<file path="config.mk">
export PLATFORM = sky130hd
export DESIGN_NAME = pea_top
export DESIGN_NICKNAME = d
export VERILOG_FILES = /design/src/hw/pea_pkg.sv /design/src/hw/pea_actor.sv /design/src/hw/pea_enable.sv /design/src/hw/pea_firing_fsm.sv /design/src/hw/pea_top.sv /design/src/hw/token_fifo.sv
export SDC_FILE = /design/constraint.sdc
export NUM_CORES = 2
export LEC_CHECK = 0
export BUFFER_PORTS_ARGS = -buffer_cell sky130_fd_sc_hd__buf_4
export CAP_MARGIN = 25
export CORE_MARGIN = 2
export CORE_UTILIZATION = 35
export CTS_BUF_LIST = sky130_fd_sc_hd__clkbuf_8
export CTS_CLUSTER_SIZE = 14
export DETAILED_ROUTE_END_ITERATION = 10
export MAX_ROUTING_LAYER = met4
export PLACE_DENSITY = 0.47
export SYNTH_ARGS = -nofsm -noshare
export SYNTH_HDL_FRONTEND = slang
export SYNTH_HIERARCHICAL = 1
export SYNTH_SLANG_ARGS = --single-unit
</file>
<file path="constraint.sdc">
create_clock -name clk -period 23.4 [get_ports clk]
set_input_delay 5.85 -clock clk [delete_from_list [all_inputs] [get_ports clk]]
set_output_delay 5.85 -clock clk [all_outputs]
set_load 0.01 [all_outputs]
</file>
<file path="src/hw/pea_pkg.sv">
// ====================
// shared types and sizes for the PEA actor
// referenced by scoped name from every RTL file
// ====================
package pea_pkg;

    // token and fifo sizes
    localparam int data_width = 16;
    localparam int result_width = 32;
    localparam int fifo_depth = 16;
    localparam int fifo_addr_width = $clog2(fifo_depth);
    // a count must be able to hold the full depth
    localparam int pop_width = $clog2(fifo_depth) + 1;

    // command opcodes, anything else is rejected as BAD_OP
    typedef enum logic [7:0] {
        OP_CLR = 8'h00,
        OP_SUM = 8'h01,
        OP_MAX = 8'h02,
        OP_MUL = 8'h03
    } pea_opcode_e;

    // one status code per output token
    typedef enum logic [7:0] {
        ST_OK = 8'h00,
        ST_ZERO_LEN = 8'h01,
        ST_BAD_OP = 8'h02
    } pea_status_e;

    // opcode kept as raw bits so unknown codes survive decode
    typedef struct packed {
        logic [7:0] opcode;
        logic [2:0] arg1;
        logic [4:0] arg2;
    } pea_cmd_t;

    typedef struct packed {
        pea_status_e status;
        logic signed [result_width-1:0] result;
    } pea_out_t;

    typedef enum logic [1:0] {FSM_IDLE, FETCH_CMD, READ_DATA, WRITE_OUT} fsm_state_e;

    typedef enum logic [1:0] {ACT_IDLE, FIRING_START, FIRING_WAIT} actor_state_e;

    // number of data tokens a command consumes
    // zero counts, CLR and unknown opcodes read nothing
    function automatic logic [4:0] data_need(input pea_cmd_t cmd);
        case (cmd.opcode)
            OP_SUM, OP_MAX: return cmd.arg2;
            OP_MUL: return 5'd2;
            default: return 5'd0;
        endcase
    endfunction

endpackage

</file>
<file path="src/hw/pea_actor.sv">
// ====================
// invoke controller, one start pulse per invoke, reports idle and completion
// ====================
module pea_actor (
    input logic clk,
    input logic reset,
    input logic invoke,
    input pea_pkg::pea_cmd_t cmd_head,
    input logic signed [pea_pkg::data_width-1:0] data_head,
    output logic cmd_rd_en,
    output logic data_rd_en,
    output logic out_wr_en,
    output pea_pkg::pea_out_t out_token,
    output logic idle,
    output logic fire_complete
);

    pea_pkg::actor_state_e state;
    logic start;
    logic done;

    // start only lives in FIRING_START, so it is one cycle wide
    assign start = (state == pea_pkg::FIRING_START);
    assign idle = (state == pea_pkg::ACT_IDLE);
    assign fire_complete = done;

    always_ff @(posedge clk)
    begin
        if (reset)
        begin
            state <= pea_pkg::ACT_IDLE;
        end
        else
        begin
            unique case (state)
                pea_pkg::ACT_IDLE: if (invoke) state <= pea_pkg::FIRING_START;
                pea_pkg::FIRING_START: state <= pea_pkg::FIRING_WAIT;
                // back to idle the edge after done
                pea_pkg::FIRING_WAIT: if (done) state <= pea_pkg::ACT_IDLE;
                default: state <= pea_pkg::ACT_IDLE;
            endcase
        end
    end

    pea_firing_fsm firing_fsm_inst (
        .clk(clk),
        .reset(reset),
        .start(start),
        .cmd_head(cmd_head),
        .data_head(data_head),
        .cmd_rd_en(cmd_rd_en),
        .data_rd_en(data_rd_en),
        .out_wr_en(out_wr_en),
        .out_token(out_token),
        .done(done)
    );

endmodule

</file>
<file path="src/hw/pea_enable.sv">
// ====================
// firing rule, combinational
// checks head command, data on hand and room for the result
// ====================
module pea_enable (
    input pea_pkg::pea_cmd_t cmd_head,
    input logic [pea_pkg::pop_width-1:0] cmd_pop,
    input logic [pea_pkg::pop_width-1:0] data_pop,
    input logic [pea_pkg::pop_width-1:0] out_free,
    output logic can_fire
);

    logic [4:0] need;
    logic [pea_pkg::pop_width-1:0] need_cap;
    logic cmd_present;
    logic data_ok;
    logic room_ok;

    // tokens the head command will read
    assign need = pea_pkg::data_need(cmd_head);

    // a count above the fifo depth can never be fully buffered
    // so a full data fifo is enough, the rest streams in behind it
    always_comb
    begin
        if (need > pea_pkg::fifo_depth)
        begin
            need_cap = pea_pkg::pop_width'(pea_pkg::fifo_depth);
        end
        else
        begin
            need_cap = pea_pkg::pop_width'(need);
        end
    end

    // head is only meaningful when the command fifo holds something
    assign cmd_present = (cmd_pop != '0);
    assign data_ok = (data_pop >= need_cap);
    // one output slot reserved for the whole firing
    assign room_ok = (out_free != '0);

    assign can_fire = cmd_present && data_ok && room_ok;

endmodule

</file>
<file path="src/hw/pea_firing_fsm.sv">
// ====================
// one firing: pop the command, stream its data, push one output token
// ====================
module pea_firing_fsm (
    input logic clk,
    input logic reset,
    input logic start,
    input pea_pkg::pea_cmd_t cmd_head,
    input logic signed [pea_pkg::data_width-1:0] data_head,
    output logic cmd_rd_en,
    output logic data_rd_en,
    output logic out_wr_en,
    output pea_pkg::pea_out_t out_token,
    output logic done
);

    pea_pkg::fsm_state_e state;
    pea_pkg::pea_cmd_t cmd_q;
    pea_pkg::pea_status_e status_q;
    logic signed [pea_pkg::result_width-1:0] acc_q;
    logic [4:0] cnt;
    logic first_q;

    // strobes follow the state directly
    assign cmd_rd_en = (state == pea_pkg::FETCH_CMD);
    assign data_rd_en = (state == pea_pkg::READ_DATA);
    assign out_wr_en = (state == pea_pkg::WRITE_OUT);
    assign done = (state == pea_pkg::WRITE_OUT);

    // arg1 shift applied on the way out
    assign out_token.status = status_q;
    assign out_token.result = acc_q >>> cmd_q.arg1;

    // control
    always_ff @(posedge clk)
    begin
        if (reset)
        begin
            state <= pea_pkg::FSM_IDLE;
            cnt <= '0;
            first_q <= 1'b0;
        end
        else
        begin
            unique case (state)
                pea_pkg::FSM_IDLE:
                begin
                    if (start)
                    begin
                        state <= pea_pkg::FETCH_CMD;
                    end
                end
                pea_pkg::FETCH_CMD:
                begin
                    cnt <= pea_pkg::data_need(cmd_q);
                    first_q <= 1'b1;
                    // nothing to read goes straight to the write
                    if (pea_pkg::data_need(cmd_q) == '0)
                        state <= pea_pkg::WRITE_OUT;
                    else
                        state <= pea_pkg::READ_DATA;
                end
                pea_pkg::READ_DATA:
                begin
                    cnt <= cnt - 1'b1;
                    first_q <= 1'b0;
                    if (cnt == 5'd1)
                    begin
                        state <= pea_pkg::WRITE_OUT;
                    end
                end
                pea_pkg::WRITE_OUT:
                begin
                    state <= pea_pkg::FSM_IDLE;
                end
                default: state <= pea_pkg::FSM_IDLE;
            endcase
        end
    end

    // payload: command, status and running result
    always_ff @(posedge clk)
    begin
        // head still shows the command here, it is popped in FETCH_CMD
        if (state == pea_pkg::FSM_IDLE && start)
        begin
            cmd_q <= cmd_head;
        end
        if (state == pea_pkg::FETCH_CMD)
        begin
            acc_q <= '0;
            case (cmd_q.opcode)
                pea_pkg::OP_CLR: status_q <= pea_pkg::ST_OK;
                pea_pkg::OP_MUL: status_q <= pea_pkg::ST_OK;
                pea_pkg::OP_SUM, pea_pkg::OP_MAX:
                    status_q <= (cmd_q.arg2 == '0) ? pea_pkg::ST_ZERO_LEN : pea_pkg::ST_OK;
                default: status_q <= pea_pkg::ST_BAD_OP;
            endcase
        end
        if (state == pea_pkg::READ_DATA)
        begin
            case (cmd_q.opcode)
                pea_pkg::OP_SUM: acc_q <= acc_q + data_head;
                // first token seeds the maximum
                pea_pkg::OP_MAX: if (first_q || data_head > acc_q) acc_q <= data_head;
                // 16 by 16 product always fits in 32 bits
                pea_pkg::OP_MUL: acc_q <= first_q ? 32'(data_head) : acc_q * data_head;
                default: acc_q <= acc_q;
            endcase
        end
    end

endmodule

</file>
<file path="src/hw/pea_top.sv">
// ====================
// PEA top level: token FIFOs, firing rule, actor and a local always-invoke scheduler
// ====================
module pea_top (
    input logic clk,
    input logic reset,
    input logic cmd_valid,
    output logic cmd_ready,
    input pea_pkg::pea_cmd_t cmd_token,
    input logic data_valid,
    output logic data_ready,
    input logic signed [pea_pkg::data_width-1:0] data_token,
    output logic out_valid,
    input logic out_ready,
    output pea_pkg::pea_out_t out_token
);

    pea_pkg::pea_cmd_t cmd_head;
    logic signed [pea_pkg::data_width-1:0] data_head;
    pea_pkg::pea_out_t res_token;
    logic [pea_pkg::pop_width-1:0] cmd_pop, cmd_free;
    logic [pea_pkg::pop_width-1:0] data_pop, data_free;
    logic [pea_pkg::pop_width-1:0] out_pop, out_free;
    logic cmd_rd_en, data_rd_en, out_wr_en;
    logic can_fire, actor_idle, invoke, fire_complete;

    // external handshakes map onto fifo free and population
    assign cmd_ready = (cmd_free != '0);
    assign data_ready = (data_free != '0);
    assign out_valid = (out_pop != '0);

    // fire whenever the rule holds and the actor is free
    assign invoke = can_fire && actor_idle;

    token_fifo #(.width($bits(pea_pkg::pea_cmd_t))) cmd_fifo_inst (
        .clk(clk), .reset(reset),
        .wr_en(cmd_valid && cmd_ready), .wr_data(cmd_token),
        .rd_en(cmd_rd_en), .head(cmd_head), .pop(cmd_pop), .free(cmd_free)
    );

    token_fifo #(.width(pea_pkg::data_width)) data_fifo_inst (
        .clk(clk), .reset(reset),
        .wr_en(data_valid && data_ready), .wr_data(data_token),
        .rd_en(data_rd_en), .head(data_head), .pop(data_pop), .free(data_free)
    );

    // output fifo pops on a completed external transfer
    token_fifo #(.width($bits(pea_pkg::pea_out_t))) out_fifo_inst (
        .clk(clk), .reset(reset),
        .wr_en(out_wr_en), .wr_data(res_token),
        .rd_en(out_valid && out_ready), .head(out_token), .pop(out_pop), .free(out_free)
    );

    pea_enable enable_inst (
        .cmd_head(cmd_head), .cmd_pop(cmd_pop), .data_pop(data_pop),
        .out_free(out_free), .can_fire(can_fire)
    );

    pea_actor actor_inst (
        .clk(clk), .reset(reset), .invoke(invoke),
        .cmd_head(cmd_head), .data_head(data_head),
        .cmd_rd_en(cmd_rd_en), .data_rd_en(data_rd_en),
        .out_wr_en(out_wr_en), .out_token(res_token),
        .idle(actor_idle), .fire_complete(fire_complete)
    );

endmodule

</file>
<file path="src/hw/token_fifo.sv">
// ====================
// first-word-fall-through token FIFO with population and free-space counts
// ====================
module token_fifo #(
    parameter int width = pea_pkg::data_width
) (
    input logic clk,
    input logic reset,
    input logic wr_en,
    input logic [width-1:0] wr_data,
    input logic rd_en,
    output logic [width-1:0] head,
    output logic [pea_pkg::pop_width-1:0] pop,
    output logic [pea_pkg::pop_width-1:0] free
);

    logic [width-1:0] mem [pea_pkg::fifo_depth];
    logic [pea_pkg::fifo_addr_width-1:0] wr_ptr;
    logic [pea_pkg::fifo_addr_width-1:0] rd_ptr;
    logic [pea_pkg::pop_width-1:0] count;
    logic do_wr;
    logic do_rd;

    // requests past full or empty are dropped
    assign do_wr = wr_en && (count != pea_pkg::pop_width'(pea_pkg::fifo_depth));
    assign do_rd = rd_en && (count != '0);

    // oldest word is always on head, no read needed
    assign head = mem[rd_ptr];
    assign pop = count;
    assign free = pea_pkg::pop_width'(pea_pkg::fifo_depth) - count;

    // storage
    always_ff @(posedge clk)
    begin
        if (do_wr)
        begin
            mem[wr_ptr] <= wr_data;
        end
    end

    // pointers wrap on their own, depth is a power of two
    always_ff @(posedge clk)
    begin
        if (reset)
        begin
            wr_ptr <= '0;
            rd_ptr <= '0;
            count <= '0;
        end
        else
        begin
            if (do_wr)
            begin
                wr_ptr <= wr_ptr + 1'b1;
            end
            if (do_rd)
            begin
                rd_ptr <= rd_ptr + 1'b1;
            end
            // simultaneous push and pop leaves count alone
            if (do_wr && !do_rd)
            begin
                count <= count + 1'b1;
            end
            else if (do_rd && !do_wr)
            begin
                count <= count - 1'b1;
            end
        end
    end

endmodule

</file>
# Yosys cells after proc, flatten, opt, wreduce, memory -nomap -nowiden
# Memories as Yosys holds them, arrays and structs flattened. A register that Yosys moved wholly into a read port is not among the register bits.
# Index checks and enable logic that the tools add are counted.
# word_totals
mem_bits_rw	1152
regBits	105
mem_count	3
input_bits	37
# memory_table
name	words	word_bits	read_ports	rd_clocked_by_memory_dff	wr	line	text
out_fifo_inst.mem	16	40	1	1	1	token_fifo.sv:17	logic [width-1:0] mem [pea_pkg::fifo_depth];
cmd_fifo_inst.mem	16	16	1	1	1	token_fifo.sv:17	
data_fifo_inst.mem	16	16	1	1	1	token_fifo.sv:17	
# op_classes
n_shift	1
n_mux	39
n_addsub	17
mul	1
n_reduce_logical	46
magnitude_cmp	3
eq_ne	20
# op_table
operator	count
2-to-1 mux 32 bit	4
case mux 32 bit (3 select lines)	1
2-to-1 mux 5 bit	9
adder 32 x 16 -> 32 bit	1
equality test 8 x 2 -> 1 bit, second input constant	4
> comparator 16 x 32 -> 1 bit	1
multiplier 32 x 16 -> 32 bit	1
>>> shifter 32 x 3 -> 32 bit	1
case mux 5 bit (2 select lines)	3
nonzero test 5 bit	6
adder 4 x 1 -> 4 bit, second input constant	6
2-to-1 mux 4 bit	6
subtractor 5 x 1 -> 5 bit, second input constant	4
logical AND 1 bit	19
equality test 8 x 1 -> 1 bit, second input constant	2
adder 5 x 1 -> 5 bit, second input constant	3
inequality test 5 bit, second input constant	3
subtractor 5 bit, first input constant	3
zero test 5 bit	2
zero test 8 bit	1
2-to-1 mux 1 bit	8
2-to-1 mux 2 bit	4
case mux 2 bit (4 select lines)	1
nonzero test 2 bit	4
16 further kinds	30

# Longest topological paths before layout
# depth
depth_word	11
ltp_mapped	31

# By module
# The synthesis kept the hierarchy.
# modules_own_cells
mod	seq_area_each_um2	cells_per_inst	area_per_inst_um2	n_inst
token_fifo at out_fifo_inst	19558.8	1092	24892.6	1
token_fifo at cmd_fifo_inst ...	8027.7	508	10600.2	2
pea_firing_fsm	1661.6	2314	18881.9	1
pea_enable	0.0	29	211.5	1
pea_top	0.0	13	81.3	1
pea_actor	40.0	7	78.8	1

# Least setup slack after synthesis
# No wires, ideal clock.
# synth_path
kind	register to register
startpoint	reg with a tool-made name
endpoint	reg actor_inst/firing_fsm_inst/acc_q[29] in the netlist's numbering, data pin
stages_incl_launch_ff	29
path_buffers	4
t_arrival_ns	7.718
required_time_ns	23.131
setup_time_ns	0.269
synth_period_minus_slack_ns	7.987
path_slack_ns	15.413
cell_sequence	dfxtp_1 buf_2 buf_1 mux4_2 a22oi_1 nand2_1 inv_1 clkbuf_1 nor2_1 fa_1 fa_1 fa_1 fa_1 fa_1 inv_1 fa_1 inv_1 ha_1 clkbuf_1 a21o_1 or3_1 o22ai_1 nor3b_1 o31ai_1 a21oi_1 nor2b_1 or4_1 o211ai_1 a31oi_1
# synth_lines
element	line	text
end signal: assignment	pea_firing_fsm.sv:103	pea_pkg::OP_SUM: acc_q <= acc_q + data_head;
end signal: assignment	pea_firing_fsm.sv:105	pea_pkg::OP_MAX: if (first_q || data_head > acc_q) acc_q <= data_head;
end signal: assignment	pea_firing_fsm.sv:107	pea_pkg::OP_MUL: acc_q <= first_q ? 32'(data_head) : acc_q * data_head;
end: declaration	pea_firing_fsm.sv:20	logic signed [pea_pkg::result_width-1:0] acc_q;

==> qor.tcl <==
set qor(outcome) {finished clean}
set qor(buffering_stage_count_on_the_worst_path_with_inverters_included) 3
set qor(dominantRegCellSynth) {sky130_fd_sc_hd__edfxtp_1}
set qor(synth_edf_count) 1202
set qor(crit_family) {buffers and inverters}
set qor(finalWorstPathRequiredPeriod_ns) 10.41
set qor(register_area_um2) 37300
set qor(worst_clock_skew_ns) 0.0751
set qor(post_cts.resized_instances) 0
set qor(worst-slew-pin-transition_ns) 1.10
set qor(slew_headroom_pct) 26.0
set qor(groute.usage.overall_pct) 19.5
set qor(synthesis.area_um2) 65300
set qor(pre_cts_ws_ns) 13.86
set qor(cells_after_synthesis) 4471
set qor(number_of_global_route_vias_before_repair) 39647
set qor(postRouteAntennaNets) 0
set qor(clk_pin_slew_ns) 0.06
set qor(share_of_the_synthesized_area_in_the_top_cell_type_pct) 55.2
set qor(fill_cells) 17449
set qor(yosysWarningCount) 6
set qor(cts_root_buf) {sky130_fd_sc_hd__clkbuf_8}
set qor(max_freq_mhz) 96.1
set qor(timing.final.max_slew_violations) 0
set qor(cts_tree) {yes}
set qor(design.final.nets) 5225
set qor(synth-seq-area-share_pct) 57.1
set qor(route.final.wire_length_um) 179000
set qor(wire_per_inst_um) 24.3
set qor(cts_setup_buffers) 0
set qor(synth.cells.most_frequent) {1202 x sky130_fd_sc_hd__edfxtp_1, 482 x sky130_fd_sc_hd__inv_1, 413 x sky130_fd_sc_hd__nand2_1}
set qor(gpl.final_weighted_congestion) 0.904
set qor(synth.avg_cell_area_um2) 14.6
set qor(drc) 0
set qor(placement_rows) 158
set qor(htreeDepth) 4
set qor(grt_max_degree) 65
set qor(path_max_fanout) 42
set qor(post-synth-top-count-cell) {sky130_fd_sc_hd__edfxtp_1}
set qor(global_route.overflow_total) 0
set qor(area.growth.synth_to_final_pct) 12.5
set qor(cts.sink_count) 1263
set qor(cp_slowest_stage_delay_ns) 0.82
set qor(routed-via-count) 37637
set qor(min_path_type) {register to register}
set qor(crit_top_cell) {sky130_fd_sc_hd__buf_4}
set qor(multi_input_comb_area_um2) 25200
set qor(worst_ep_arrival_time_ns) 4.56
set qor(drt_iter0_markers) 2784
set qor(grt_setup_unrepaired) {false}
set qor(number_of_optimization_iterations_in_the_first_detailed_route_pass) 7
set qor(initial_util_pct) 35.2
set qor(yosys-top-cells-area) {sky130_fd_sc_hd__edfxtp_1 55%, sky130_fd_sc_hd__mux4_2 9.8%, sky130_fd_sc_hd__fa_1 9.4%}
set qor(hold_start) {actor_inst/state[0]$_SDFFE_PP0P_}
set qor(grt_first_pass_wirelength_um) 266000
set qor(clock_path_buffers) 3
set qor(num_io_pins) 80
set qor(cts_buffers) 216
set qor(place.detailed.hpwl_um) 109000
set qor(worstPathCellList) {buf_4 > buf_4 > mux4_2 > a22oi_1 > nand2_1 > buf_4}
set qor(totalNegativeSetupSlack_ns) 0
set qor(die_area_um2) 190000
set qor(critical-path-slowest-cell) {sky130_fd_sc_hd__buf_4}
set qor(crit_path_start_kind) {register}
set qor(drive_gt1_share_pct) 17.7
set qor(synth_top_cell_by_area) {sky130_fd_sc_hd__edfxtp_1}
set qor(timing.critical_path.required_ns) 17.55
set qor(timing.setup.critical_path_class) {register to output pin}
set qor(finalSetupViolations) 0
set qor(insertion_delay_ns) 1.02
set qor(dp_cells) 6934
set qor(critPathCaptureType) {output pin}
set qor(core_area_um2) 185000
set qor(hold_violations) 0
set qor(synth.lib_cells_used.distinct) 94
set qor(portbufs) 79
set qor(max_cap_violations) 0
set qor(post-route-period-util_pct) 44.5
set qor(worst_slack_ns) 12.99
set qor(stdcell_count) 7353
set qor(number_of_antenna_violations_at_the_first_check_in_global_routing) 4
set qor(cts_hold_repair.buffers) 0
set qor(die_h_um) 436
set qor(drt-vias-per-instance) 5.12
set qor(chipWidth_um) 436
set qor(postSynthRegisterBits) 1263
set qor(synth-async-reset-ratio_pct) 0
-- path summary, 6_finish.rpt --
check,depth (start not counted),endpoint,slack [ns]
worst min register to register,1,actor_inst/state[0]$_SDFFE_PP0P_,0.47
worst max-delay path,6,out_token[4],12.99
worst min-delay path,1,actor_inst/state[0]$_SDFFE_PP0P_,0.47
worst max register to register,23,actor_inst/firing_fsm_inst/acc_q[30]$_DFFE_PP_,14.17
-- cells in the final DEF (no fill, tap or decap), types with 10 or more instances in the layout --
cell type	count
sky130_fd_sc_hd__o21ai_0	99
sky130_fd_sc_hd__o21a_1	14
sky130_fd_sc_hd__nand2_1	412
sky130_fd_sc_hd__nor2_1	215
sky130_fd_sc_hd__a31oi_1	18
sky130_fd_sc_hd__and3_1	10
sky130_fd_sc_hd__and2_4	16
sky130_fd_sc_hd__ha_1	202
sky130_fd_sc_hd__fa_1	308
sky130_fd_sc_hd__xor2_1	39
sky130_fd_sc_hd__and2_1	162
sky130_fd_sc_hd__o211ai_1	14
sky130_fd_sc_hd__a221oi_1	12
sky130_fd_sc_hd__mux4_1	16
sky130_fd_sc_hd__a22oi_1	144
sky130_fd_sc_hd__nand2b_1	16
sky130_fd_sc_hd__buf_4	211
sky130_fd_sc_hd__o21ai_1	11
sky130_fd_sc_hd__mux4_2	284
sky130_fd_sc_hd__inv_1	541
sky130_fd_sc_hd__clkinv_2	29
sky130_fd_sc_hd__nor2b_1	22
sky130_fd_sc_hd__edfxtp_1	1202
sky130_fd_sc_hd__clkinv_1	68
sky130_fd_sc_hd__xnor2_1	63
sky130_fd_sc_hd__a211oi_1	14
sky130_fd_sc_hd__a21o_1	20
sky130_fd_sc_hd__dfxtp_1	54
sky130_fd_sc_hd__a21oi_1	131
sky130_fd_sc_hd__clkbuf_8	223
sky130_fd_sc_hd__or3_1	11
sky130_fd_sc_hd__mux2i_1	23
sky130_fd_sc_hd__nand3_1	13
sky130_fd_sc_hd__nand4_1	17
sky130_fd_sc_hd__nor3_1	30
sky130_fd_sc_hd__o21bai_1	12
-- cell type report --
cell class	instances	share of cell area [%]
Sequential cell	1263	50.8
Clock inverter	186	1.72
Clock buffer	223	4.17
Antenna cell	5	0.0170
Tap cell	2480	4.22
Timing Repair Buffer	224	2.39
Multi-Input combinational cell	2487	34.2
Inverter	485	2.48
-- state kept, by name, summed over array words and instances, names as in the netlist, named ones only --
signal                               cells
actor_inst/firing_fsm_inst/state         2
data_fifo_inst/mem                     256
actor_inst/firing_fsm_inst/first_q       1
cmd_fifo_inst/rd_ptr                     4
actor_inst/firing_fsm_inst/cnt           5
out_fifo_inst/wr_ptr                     4
actor_inst/firing_fsm_inst/status_q      2
data_fifo_inst/wr_ptr                    4
data_fifo_inst/rd_ptr                    4
out_fifo_inst/rd_ptr                     4
cmd_fifo_inst/wr_ptr                     4
out_fifo_inst/mem                      640
actor_inst/state                         2
actor_inst/firing_fsm_inst/acc_q        32
cmd_fifo_inst/mem                      256
actor_inst/firing_fsm_inst/cmd_q        16
data_fifo_inst/pop                       5
out_fifo_inst/pop                        5
cmd_fifo_inst/pop                        5
-- metal layers --
metal | vias to the layer above | global-route usage [%] | routed length [um]
met5 | - | - | 0
met4 | 0 | 5.17 | 3810
met3 | 222 | 3.10 | 8110
met2 | 902 | 31.6 | 87800
met1 | 19804 | 25.7 | 79300
li1 | 16709 | - | -
-- stage by stage --
stage	hold WS (ns)	cell area (um^2)	utilization (%)
6_report	0.474	73500	39.6
5_1_grt	0.494	73500	39.6
4_1_cts	0.475	73400	39.6
3_5_place_dp	0.467	69100	37.3
3_3_place_gp	0.455	68900	37.2
2_1_floorplan	0.434	65400	-
-- cells by family after synthesis --
logic type	count (synthesis)	synth area share (%)
other cells	1	0.00574
fa+ha+maj	512	13.3
compound gates	555	5.62
mux	332	10.9
xor+xnor	102	1.37
buf+inv	726	4.56
simple gates	980	7.07
flops	1263	57.1
Power is not shown: default switching activity piles up to over one toggle a cycle in this logic, so the estimate is an artifact.
